--- src/rtl/corePkg.sv ---
`default_nettype none

package corePkg;

    localparam int DATA_WIDTH = 32;
    localparam int NUM_ARCH_REGS = 16;   // r0 reads as zero
    localparam int ROB_SIZE = 8;
    localparam int IQ_SIZE = 4;
    localparam int DIV_STEPS = 32;

    typedef logic [$clog2(NUM_ARCH_REGS)-1:0] RegIdx;
    typedef logic [$clog2(ROB_SIZE)-1:0] Tag;
    typedef logic [$clog2(ROB_SIZE):0] RobCount;
    typedef logic [$clog2(IQ_SIZE)-1:0] IqIdx;
    typedef logic [$clog2(DIV_STEPS)-1:0] DivCount;

    typedef enum logic [3:0] {
        opAdd, opSub, opAnd, opOr, opXor, opSlt, opSll, opSrl, opDiv, opRem
    } Opcode;

    typedef struct packed {
        Opcode op;
        RegIdx rd;
        RegIdx rs1;
        RegIdx rs2;
        logic useImm;   // imm takes the place of rs2
        logic [DATA_WIDTH-1:0] imm;
    } DispatchUOp;

    typedef struct packed {
        logic ready;
        Tag tag;
        logic [DATA_WIDTH-1:0] value;
    } Operand;

    typedef struct packed {
        Opcode op;
        Tag tagDst;
        Operand src1;
        Operand src2;
    } IssueUOp;

    typedef struct packed {
        logic valid;
        Tag tag;
        logic [DATA_WIDTH-1:0] value;
    } ResultBus;

    typedef struct packed {
        RegIdx rd;
        Tag tag;
        logic [DATA_WIDTH-1:0] value;
    } CommitInfo;

endpackage

`default_nettype wire

--- src/rtl/renameUnit.sv ---
`timescale 1ns/10ps
`default_nettype none

module renameUnit
(
    input wire clk,
    input wire rst,
    input wire dispatchValid,
    input wire corePkg::DispatchUOp dispatchUOp,
    output logic dispatchReady,
    input wire iqFull,
    input wire robFull,
    input wire corePkg::Tag allocTag,
    output logic robAlloc,
    output corePkg::RegIdx allocRd,
    output corePkg::Tag [1:0] robReadTag,
    input wire [1:0] robReadDone,
    input wire [1:0][corePkg::DATA_WIDTH-1:0] robReadValue,
    input wire corePkg::ResultBus wbBus,
    input wire commitValid,
    input wire corePkg::CommitInfo commit,
    output corePkg::IssueUOp renamed,
    output logic insert
);
    logic [corePkg::DATA_WIDTH-1:0] archRegs [corePkg::NUM_ARCH_REGS];
    corePkg::Tag aliasTag [corePkg::NUM_ARCH_REGS];
    logic [corePkg::NUM_ARCH_REGS-1:0] pending;   // register has an in-flight producer
    corePkg::RegIdx srcReg [2];
    corePkg::Operand srcOp [2];
    logic accept;

    assign dispatchReady = !iqFull && !robFull;
    assign accept = dispatchValid && dispatchReady;
    assign robAlloc = accept;
    assign allocRd = dispatchUOp.rd;
    assign srcReg[0] = dispatchUOp.rs1;
    assign srcReg[1] = dispatchUOp.rs2;

    always_comb begin
        for (int i = 0; i < 2; i++) begin
            robReadTag[i] = aliasTag[srcReg[i]];
            srcOp[i].ready = 1'b1;
            srcOp[i].tag = aliasTag[srcReg[i]];
            if (!pending[srcReg[i]])
                srcOp[i].value = (srcReg[i] == '0) ? '0 : archRegs[srcReg[i]];
            else if (wbBus.valid && wbBus.tag == aliasTag[srcReg[i]])
                srcOp[i].value = wbBus.value;   // producer writing back right now
            else if (robReadDone[i])
                srcOp[i].value = robReadValue[i];
            else begin
                srcOp[i].ready = 1'b0;
                srcOp[i].value = '0;
            end
        end
        if (dispatchUOp.useImm) begin
            srcOp[1].ready = 1'b1;
            srcOp[1].tag = '0;
            srcOp[1].value = dispatchUOp.imm;
        end
    end

    always_ff @(posedge clk) begin
        if (rst) begin
            pending <= '0;
            insert <= 1'b0;
        end else begin
            // only the youngest producer may clear the entry
            if (commitValid && pending[commit.rd] && aliasTag[commit.rd] == commit.tag)
                pending[commit.rd] <= 1'b0;
            if (accept && dispatchUOp.rd != '0)
                pending[dispatchUOp.rd] <= 1'b1;
            insert <= accept;
        end
    end

    always_ff @(posedge clk) begin
        if (accept) begin
            aliasTag[dispatchUOp.rd] <= allocTag;
            renamed <= '{op: dispatchUOp.op, tagDst: allocTag, src1: srcOp[0], src2: srcOp[1]};
        end
        if (commitValid && commit.rd != '0)
            archRegs[commit.rd] <= commit.value;
    end

endmodule

`default_nettype wire

--- src/rtl/issueQueue.sv ---
`timescale 1ns/10ps
`default_nettype none

module issueQueue
(
    input wire clk,
    input wire rst,
    input wire insert,
    input wire corePkg::IssueUOp renamed,
    output logic full,
    input wire corePkg::ResultBus wbBus,
    input wire divBusy,
    output corePkg::IssueUOp aluIssue,
    output logic aluIssueValid,
    output corePkg::IssueUOp divIssue,
    output logic divIssueValid
);
    corePkg::IssueUOp slot [corePkg::IQ_SIZE];
    logic [corePkg::IQ_SIZE-1:0] valid;
    logic [corePkg::IQ_SIZE-1:0] older [corePkg::IQ_SIZE];   // older[i][j]: i came before j
    logic [corePkg::IQ_SIZE-1:0] aluReady, divReady, aluPick, divPick;
    corePkg::IqIdx insIdx;
    int used;

    function automatic corePkg::Operand wake(corePkg::Operand op, corePkg::ResultBus wb);
        corePkg::Operand res;
        res = op;
        if (!op.ready && wb.valid && wb.tag == op.tag) begin
            res.ready = 1'b1;
            res.value = wb.value;
        end
        return res;
    endfunction

    // the uop sitting in rename also needs a slot
    assign full = (used + int'(insert)) >= corePkg::IQ_SIZE;

    always_comb begin
        used = 0;
        insIdx = '0;
        for (int i = corePkg::IQ_SIZE - 1; i >= 0; i--) begin
            if (valid[i])
                used = used + 1;
            else
                insIdx = corePkg::IqIdx'(i);
        end
    end

    always_comb begin
        for (int i = 0; i < corePkg::IQ_SIZE; i++) begin
            aluReady[i] = valid[i] && slot[i].src1.ready && slot[i].src2.ready
                && slot[i].op != corePkg::opDiv && slot[i].op != corePkg::opRem;
            divReady[i] = valid[i] && slot[i].src1.ready && slot[i].src2.ready
                && (slot[i].op == corePkg::opDiv || slot[i].op == corePkg::opRem) && !divBusy;
        end
        aluPick = aluReady;
        divPick = divReady;
        for (int i = 0; i < corePkg::IQ_SIZE; i++) begin
            for (int j = 0; j < corePkg::IQ_SIZE; j++) begin
                if (aluReady[j] && older[j][i]) aluPick[i] = 1'b0;
                if (divReady[j] && older[j][i]) divPick[i] = 1'b0;
            end
        end
        aluIssue = '0;
        divIssue = '0;
        for (int i = 0; i < corePkg::IQ_SIZE; i++) begin
            if (aluPick[i]) aluIssue = slot[i];
            if (divPick[i]) divIssue = slot[i];
        end
        aluIssueValid = |aluPick;
        divIssueValid = |divPick;
    end

    always_ff @(posedge clk) begin
        if (rst) begin
            valid <= '0;
        end else begin
            valid <= valid & ~aluPick & ~divPick;
            if (insert) valid[insIdx] <= 1'b1;
        end
    end

    always_ff @(posedge clk) begin
        for (int i = 0; i < corePkg::IQ_SIZE; i++) begin
            slot[i].src1 <= wake(slot[i].src1, wbBus);
            slot[i].src2 <= wake(slot[i].src2, wbBus);
        end
        if (insert) begin
            slot[insIdx] <= '{op: renamed.op, tagDst: renamed.tagDst,
                src1: wake(renamed.src1, wbBus), src2: wake(renamed.src2, wbBus)};
            for (int j = 0; j < corePkg::IQ_SIZE; j++) begin
                older[insIdx][j] <= 1'b0;
                older[j][insIdx] <= valid[j];
            end
        end
    end

endmodule

`default_nettype wire

--- src/rtl/intAlu.sv ---
`timescale 1ns/10ps
`default_nettype none

module intAlu
(
    input wire clk,
    input wire rst,
    input wire corePkg::IssueUOp aluIssue,
    input wire aluIssueValid,
    output corePkg::ResultBus result
);
    logic [corePkg::DATA_WIDTH-1:0] a, b, res, resValue;
    corePkg::Tag resTag;
    logic resValid;

    assign a = aluIssue.src1.value;
    assign b = aluIssue.src2.value;
    assign result = '{valid: resValid, tag: resTag, value: resValue};

    always_comb begin
        case (aluIssue.op)
            corePkg::opAdd: res = a + b;
            corePkg::opSub: res = a - b;
            corePkg::opAnd: res = a & b;
            corePkg::opOr: res = a | b;
            corePkg::opXor: res = a ^ b;
            corePkg::opSlt: res = {{(corePkg::DATA_WIDTH-1){1'b0}}, $signed(a) < $signed(b)};
            corePkg::opSll: res = a << b[4:0];   // shamt is low 5 bits
            corePkg::opSrl: res = a >> b[4:0];
            default: res = '0;
        endcase
    end

    always_ff @(posedge clk) begin
        if (rst) resValid <= 1'b0;
        else resValid <= aluIssueValid;
    end

    always_ff @(posedge clk) begin
        resTag <= aluIssue.tagDst;
        resValue <= res;
    end

endmodule

`default_nettype wire

--- src/rtl/divider.sv ---
`timescale 1ns/10ps
`default_nettype none

module divider
(
    input wire clk,
    input wire rst,
    input wire corePkg::IssueUOp divIssue,
    input wire divIssueValid,
    input wire aluWbValid,
    output logic divBusy,
    output corePkg::ResultBus result
);
    typedef enum logic [1:0] {idle, running, waitWb} DivState;

    DivState state;
    corePkg::DivCount count;
    corePkg::Tag dstTag;
    logic wantRem;
    logic [corePkg::DATA_WIDTH-1:0] quot, rem, divisor;
    logic [corePkg::DATA_WIDTH:0] partial, diff;

    // restoring step, top bit of diff set means partial < divisor
    assign partial = {rem, quot[corePkg::DATA_WIDTH-1]};
    assign diff = partial - {1'b0, divisor};

    assign divBusy = state != idle;
    assign result = '{valid: state == waitWb && !aluWbValid, tag: dstTag,
                      value: wantRem ? rem : quot};

    always_ff @(posedge clk) begin
        if (rst) begin
            state <= idle;
        end else begin
            case (state)
                idle: if (divIssueValid) state <= running;
                running: if (count == '0) state <= waitWb;
                waitWb: if (!aluWbValid) state <= idle;   // alu has priority on wb
                default: state <= idle;
            endcase
        end
    end

    always_ff @(posedge clk) begin
        if (state == idle && divIssueValid) begin
            quot <= divIssue.src1.value;
            divisor <= divIssue.src2.value;
            rem <= '0;
            dstTag <= divIssue.tagDst;
            wantRem <= divIssue.op == corePkg::opRem;
            count <= corePkg::DivCount'(corePkg::DIV_STEPS - 1);
        end else if (state == running) begin
            count <= count - corePkg::DivCount'(1);
            // zero divisor always subtracts, leaving all ones and the dividend
            if (!diff[corePkg::DATA_WIDTH]) begin
                rem <= diff[corePkg::DATA_WIDTH-1:0];
                quot <= {quot[corePkg::DATA_WIDTH-2:0], 1'b1};
            end else begin
                rem <= partial[corePkg::DATA_WIDTH-1:0];
                quot <= {quot[corePkg::DATA_WIDTH-2:0], 1'b0};
            end
        end
    end

endmodule

`default_nettype wire

--- src/rtl/reorderBuffer.sv ---
`timescale 1ns/10ps
`default_nettype none

module reorderBuffer
(
    input wire clk,
    input wire rst,
    input wire robAlloc,
    input wire corePkg::RegIdx allocRd,
    output corePkg::Tag allocTag,
    output logic full,
    input wire corePkg::Tag [1:0] robReadTag,
    output logic [1:0] robReadDone,
    output logic [1:0][corePkg::DATA_WIDTH-1:0] robReadValue,
    input wire corePkg::ResultBus wbBus,
    input wire commitReady,
    output logic commitValid,
    output corePkg::CommitInfo commit
);
    corePkg::RegIdx entryRd [corePkg::ROB_SIZE];
    logic [corePkg::DATA_WIDTH-1:0] entryValue [corePkg::ROB_SIZE];
    logic [corePkg::ROB_SIZE-1:0] entryDone;
    corePkg::Tag head, tail;
    corePkg::RobCount count;
    logic commitFire;

    assign allocTag = tail;
    assign full = count == corePkg::RobCount'(corePkg::ROB_SIZE);
    assign commitValid = count != '0 && entryDone[head];
    assign commitFire = commitValid && commitReady;
    assign commit = '{rd: entryRd[head], tag: head, value: entryValue[head]};

    // operand lookup for rename
    always_comb begin
        for (int i = 0; i < 2; i++) begin
            robReadDone[i] = entryDone[robReadTag[i]];
            robReadValue[i] = entryValue[robReadTag[i]];
        end
    end

    always_ff @(posedge clk) begin
        if (rst) begin
            head <= '0;
            tail <= '0;
            count <= '0;
            entryDone <= '0;
        end else begin
            if (wbBus.valid) entryDone[wbBus.tag] <= 1'b1;
            if (robAlloc) begin
                entryDone[tail] <= 1'b0;
                tail <= tail + corePkg::Tag'(1);
            end
            if (commitFire) head <= head + corePkg::Tag'(1);
            if (robAlloc && !commitFire)
                count <= count + corePkg::RobCount'(1);
            else if (!robAlloc && commitFire)
                count <= count - corePkg::RobCount'(1);
        end
    end

    always_ff @(posedge clk) begin
        if (robAlloc) entryRd[tail] <= allocRd;
        if (wbBus.valid) entryValue[wbBus.tag] <= wbBus.value;
    end

endmodule

`default_nettype wire

--- src/rtl/coreTop.sv ---
`timescale 1ns/10ps
`default_nettype none

module coreTop
(
    input wire clk,
    input wire rst,
    input wire dispatchValid,
    input wire corePkg::DispatchUOp dispatchUOp,
    output logic dispatchReady,
    output logic commitValid,
    output corePkg::CommitInfo commit,
    input wire commitReady
);
    logic iqFull, robFull, robAlloc, insert, commitFire;
    logic aluIssueValid, divIssueValid, divBusy;
    logic [1:0] robReadDone;
    logic [1:0][corePkg::DATA_WIDTH-1:0] robReadValue;
    corePkg::Tag [1:0] robReadTag;
    corePkg::Tag allocTag;
    corePkg::RegIdx allocRd;
    corePkg::IssueUOp renamed, aluIssue, divIssue;
    corePkg::ResultBus aluResult, divResult, wbBus;

    assign commitFire = commitValid && commitReady;
    assign wbBus = aluResult.valid ? aluResult : divResult;   // div only drives when alu idle

    renameUnit rn
    (
        .clk(clk), .rst(rst),
        .dispatchValid(dispatchValid), .dispatchUOp(dispatchUOp),
        .dispatchReady(dispatchReady),
        .iqFull(iqFull), .robFull(robFull),
        .allocTag(allocTag), .robAlloc(robAlloc), .allocRd(allocRd),
        .robReadTag(robReadTag), .robReadDone(robReadDone), .robReadValue(robReadValue),
        .wbBus(wbBus),
        .commitValid(commitFire), .commit(commit),
        .renamed(renamed), .insert(insert)
    );

    issueQueue iq
    (
        .clk(clk), .rst(rst),
        .insert(insert), .renamed(renamed), .full(iqFull),
        .wbBus(wbBus), .divBusy(divBusy),
        .aluIssue(aluIssue), .aluIssueValid(aluIssueValid),
        .divIssue(divIssue), .divIssueValid(divIssueValid)
    );

    intAlu ialu
    (
        .clk(clk), .rst(rst),
        .aluIssue(aluIssue), .aluIssueValid(aluIssueValid),
        .result(aluResult)
    );

    divider div
    (
        .clk(clk), .rst(rst),
        .divIssue(divIssue), .divIssueValid(divIssueValid),
        .aluWbValid(aluResult.valid), .divBusy(divBusy),
        .result(divResult)
    );

    reorderBuffer rob
    (
        .clk(clk), .rst(rst),
        .robAlloc(robAlloc), .allocRd(allocRd), .allocTag(allocTag), .full(robFull),
        .robReadTag(robReadTag), .robReadDone(robReadDone), .robReadValue(robReadValue),
        .wbBus(wbBus),
        .commitReady(commitReady), .commitValid(commitValid), .commit(commit)
    );

endmodule

`default_nettype wire

--- config.mk ---
export PLATFORM = sky130hd
export DESIGN_NAME = coreTop
export DESIGN_NICKNAME = d
export VERILOG_FILES = /design/src/rtl/corePkg.sv /design/src/rtl/renameUnit.sv /design/src/rtl/issueQueue.sv /design/src/rtl/intAlu.sv /design/src/rtl/divider.sv /design/src/rtl/reorderBuffer.sv /design/src/rtl/coreTop.sv
export SDC_FILE = /design/constraint.sdc
export NUM_CORES = 2
export LEC_CHECK = 0
export BUFFER_PORTS_ARGS = -buffer_cell sky130_fd_sc_hd__buf_2
export CORE_AREA = 2 2 507 358
export DETAILED_ROUTE_END_ITERATION = 8
export DIE_AREA = 0 0 509 360
export SLEW_MARGIN = 20
export SYNTH_ARGS = -nofsm -noshare
export SYNTH_HDL_FRONTEND = slang
export SYNTH_SLANG_ARGS = --single-unit
export TNS_END_PERCENT = 20
--- constraint.sdc ---
create_clock -name clk -period 8.2 [get_ports clk]
set_input_delay 2.46 -clock clk [delete_from_list [all_inputs] [get_ports clk]]
set_output_delay 2.46 -clock clk [all_outputs]
set_load 0.005 [all_outputs]
==> results.yml <==
worst_setup_path:
  arrival_ns: 7.95
  cp-end-kind: "flip-flop"
  crit_required_ns: 8.93
  critical_path.max_stage_delay_ns: 0.90
  slowest_stage: "nor3b_1"
  crit_start: "iq.valid[1]"
  r2r_start: "iq.valid[1]"
  crit_top_cell: "buf_4"
  path_cells: "and3_1 -> nor3b_1 -> nand4_1 -> buf_4 -> buf_4 -> nand2_1 -> nand2_1 -> a221o_1 -> o21a_1 -> ha_1 -> inv_1 -> a21oi_1 -> o21bai_1 -> a21oi_1 -> nor3b_1 -> a211oi_1 -> buf_4 -> o31ai_1 -> o41ai_1 -> a2111oi_0 -> o21ai_0 -> o21ai_1"
  crit_fanout: 21
  path_class: "flip-flop to flip-flop"
  crit_path_start_kind: "flip-flop"
grt:
  overflow: 0
  grt_max_degree: 75
  grt_pass1_vias: 54900
  grtUsageMet1: 0.435
  grt_pass1_wl_um: 383000
  antenna_found_initial: 1
  grt_use_met2: 0.403
  top_usage_layer: "met1"
  grtUsageMet3: 0.0637
  track_usage: 0.284
die:
  dieArea_um2: 183000
  die_h_um: 360
  die-width_um: 509
  ios: 94
  initial_core_util: 0.447
  rows: 130
  core_area_um2: 178000
drt:
  drc: 0
  wl_per_cell_um: 30.2
  drt_wl_total_um: 265000
  vias_per_cell: 6.58
  vias: 57800
  dr.pass1.iters: 6
  drt_iter0_drc: 7896
  postRouteAntennaNets: 0
power:
  power_density_nw_per_um2: 222
  p_leak_nw: 29.9
  irDropWorstVdd_mv: 0.212
yosys:
  yosysWarnings: 0
  ys_ff_latch: 1444
  synthCells: 6277
  synth_top_area_frac: 0.496
  yosysMostFrequentCell: "edfxtp_1"
  ys.flop_type: "edfxtp_1"
  synth_area_leaders: "edfxtp_1 50%, mux4_2 16%, mux2i_1 4.0%"
  syn_area_um2: 79800
  yosysUniqueCellTypes: 92
  synth_top_area_cell: "edfxtp_1"
  synth_edf_count: 1319
  yosys-top-cells-count: "1319 x edfxtp_1, 701 x nand2_1, 570 x mux4_2"
  yosysSeqAreaShare: 0.528
  async_reset_ff_frac: 0
  synth_area_per_cell_um2: 12.7
sta:
  fin_crit_ns: 7.23
  skew_ns: 0.0320
  hold_viol: 0
  drv_slew: 0
  tns_ns: 0
  finalSetupViolations: 0
  finalCritPeriodShare: 0.882
  whs_ns: 0.503
  tightestPinTransition_ns: 1.18
  rsz0062_at_grt: "false"
  relSlewSlack: 0.205
  fmax_mhz: 138
final_layout:
  multi_input_area_um2: 35500
  final_util: 0.494
  fill_cells: 15300
  num-nets-final: 6500
  n_antenna_cell: 0
  regArea_um2: 42100
  syn2layout_area_growth_pct: 10.6
  final_cells: 8783
  drive_gt1_frac: 0.192
placed_design:
  dp.cells: 8522
  port_buffers: 93
  gp_congestion: 0.994
  hpwl_um: 174000
run_status:
  run_status: "finished clean"
clocking:
  cts_tree: "done"
  numCtsBuffers: 143
  cts_setup_buffers: 0
  h-tree-depth: 4
  worstSkewPairLatency_ns: 0.79
  cts_root_buffer: "clkbuf_16"
  clkSinkCount: 1444
  cts_resized: 0
  cts_hold_buf: 0
  clockBufferDepth: 3
  clkSlewWorstSetupHoldPaths_ns: 0.07
hold_path:
  hold_start: "rn.pending[8]"
  hold_path.class: "flip-flop to flip-flop"
flow_run:
  drv_cap: 0
## worst max-delay path: cells and delay by family (launching register included)
family	cells	cell delay, ns
AND/OR/NAND/NOR	6	2.39
flip-flops	1	0.59
buffers and inverters	4	1.15
AO/OA/AOI/OAI	11	2.53
adder cells (fa/ha/maj)	1	0.46
## layout make-up
cell class	instances	area share
inverter	240	0.0103
clock inverter	71	0.00807
multi-input combinational	4161	0.403
clock buffer	190	0.0434
tap	2376	0.0337
sequential	1444	0.478
timing repair buffer	301	0.0241
## worst paths after layout
kind	endpoint	slack, ns	cells past startpoint
setup / recovery	ialu.resValue[31]	0.97	22
hold / removal	rn.pending[8]	0.50	2
setup reg to reg	ialu.resValue[31]	0.97	22
hold reg to reg	rn.pending[8]	0.50	2
## power by group
group          internal [mW]  total, mW  switching, mW
sequential              8.64       8.94          0.298
clock                   3.65       6.58           2.93
combinational           1.55       4.09           2.53
## per-stage QoR
stage	setup slack (ns)	area [µm²]	power, mW
detailed placement	1.38	83700	13.1
global route	0.794	88200	20.3
CTS	1.31	88200	19.6
global placement	1.49	83600	13.0
finish	0.970	88200	19.6
floorplan	1.82	79900	11.7
## placed cells by master (no fill, tap or decap), types with 39 or more instances in the layout
| cell type | netlist | layout |
|---|---|---|
| clkbuf_16 | 0 | 144 |
| mux2_2 | 42 | 42 |
| a211oi_1 | 121 | 111 |
| a221o_1 | 40 | 39 |
| mux4_2 | 570 | 566 |
| ha_1 | 152 | 152 |
| buf_4 | 16 | 206 |
| inv_1 | 235 | 233 |
| clkbuf_1 | 296 | 41 |
| a22oi_1 | 47 | 47 |
| o21a_1 | 40 | 40 |
| dfxtp_1 | 125 | 121 |
| and2_1 | 39 | 39 |
| nor3_1 | 154 | 151 |
| nand2_1 | 701 | 700 |
| edfxtp_1 | 1319 | 1319 |
| nand3_1 | 186 | 186 |
| mux2i_1 | 322 | 316 |
| nor2_1 | 315 | 288 |
| buf_2 | 72 | 86 |
| o21ai_0 | 562 | 562 |
| a21oi_1 | 268 | 268 |
| xnor2_1 | 44 | 44 |
## registers in the layout (all words and copies together) (netlist names), 5 cells and up, named ones only
register	count
rn.aliasTag	48
rob.entryDone	8
iq.older	16
rn.archRegs	512
rob.entryValue	256
div.divisor	32
rn.renamed	79
div.quot	32
div.rem	32
iq.slot	316
rn.pending	16
div.count	5
rob.entryRd	32
ialu.resValue	32
## per-layer routing
| metal | up-vias | part of all wire | wire length, µm |
|---|---|---|---|
| met3 | 422 | 0.12 | 31300 |
| met2 | 3638 | 0.43 | 113000 |
| li1 | 24400 | - | - |
| met5 | - | 0 | 0 |
| met4 | 0 | 0.026 | 7020 |
| met1 | 29300 | 0.43 | 114000 |
## cells by family after synthesis
| kind of cell | Yosys count | synth area share |
|---|---|---|
| other | 1 | 0.0000470 |
| muxes | 936 | 0.208 |
| DFF | 1444 | 0.528 |
| xor gates and xnor gates | 78 | 0.00856 |
| buffers and inverters | 703 | 0.0356 |
| and+or+nand+nor | 1589 | 0.0890 |
| AOI/OAI and AO/OA | 1370 | 0.107 |
| adders and majority gates | 156 | 0.0248 |
Power figures use the tool's default switching activity.
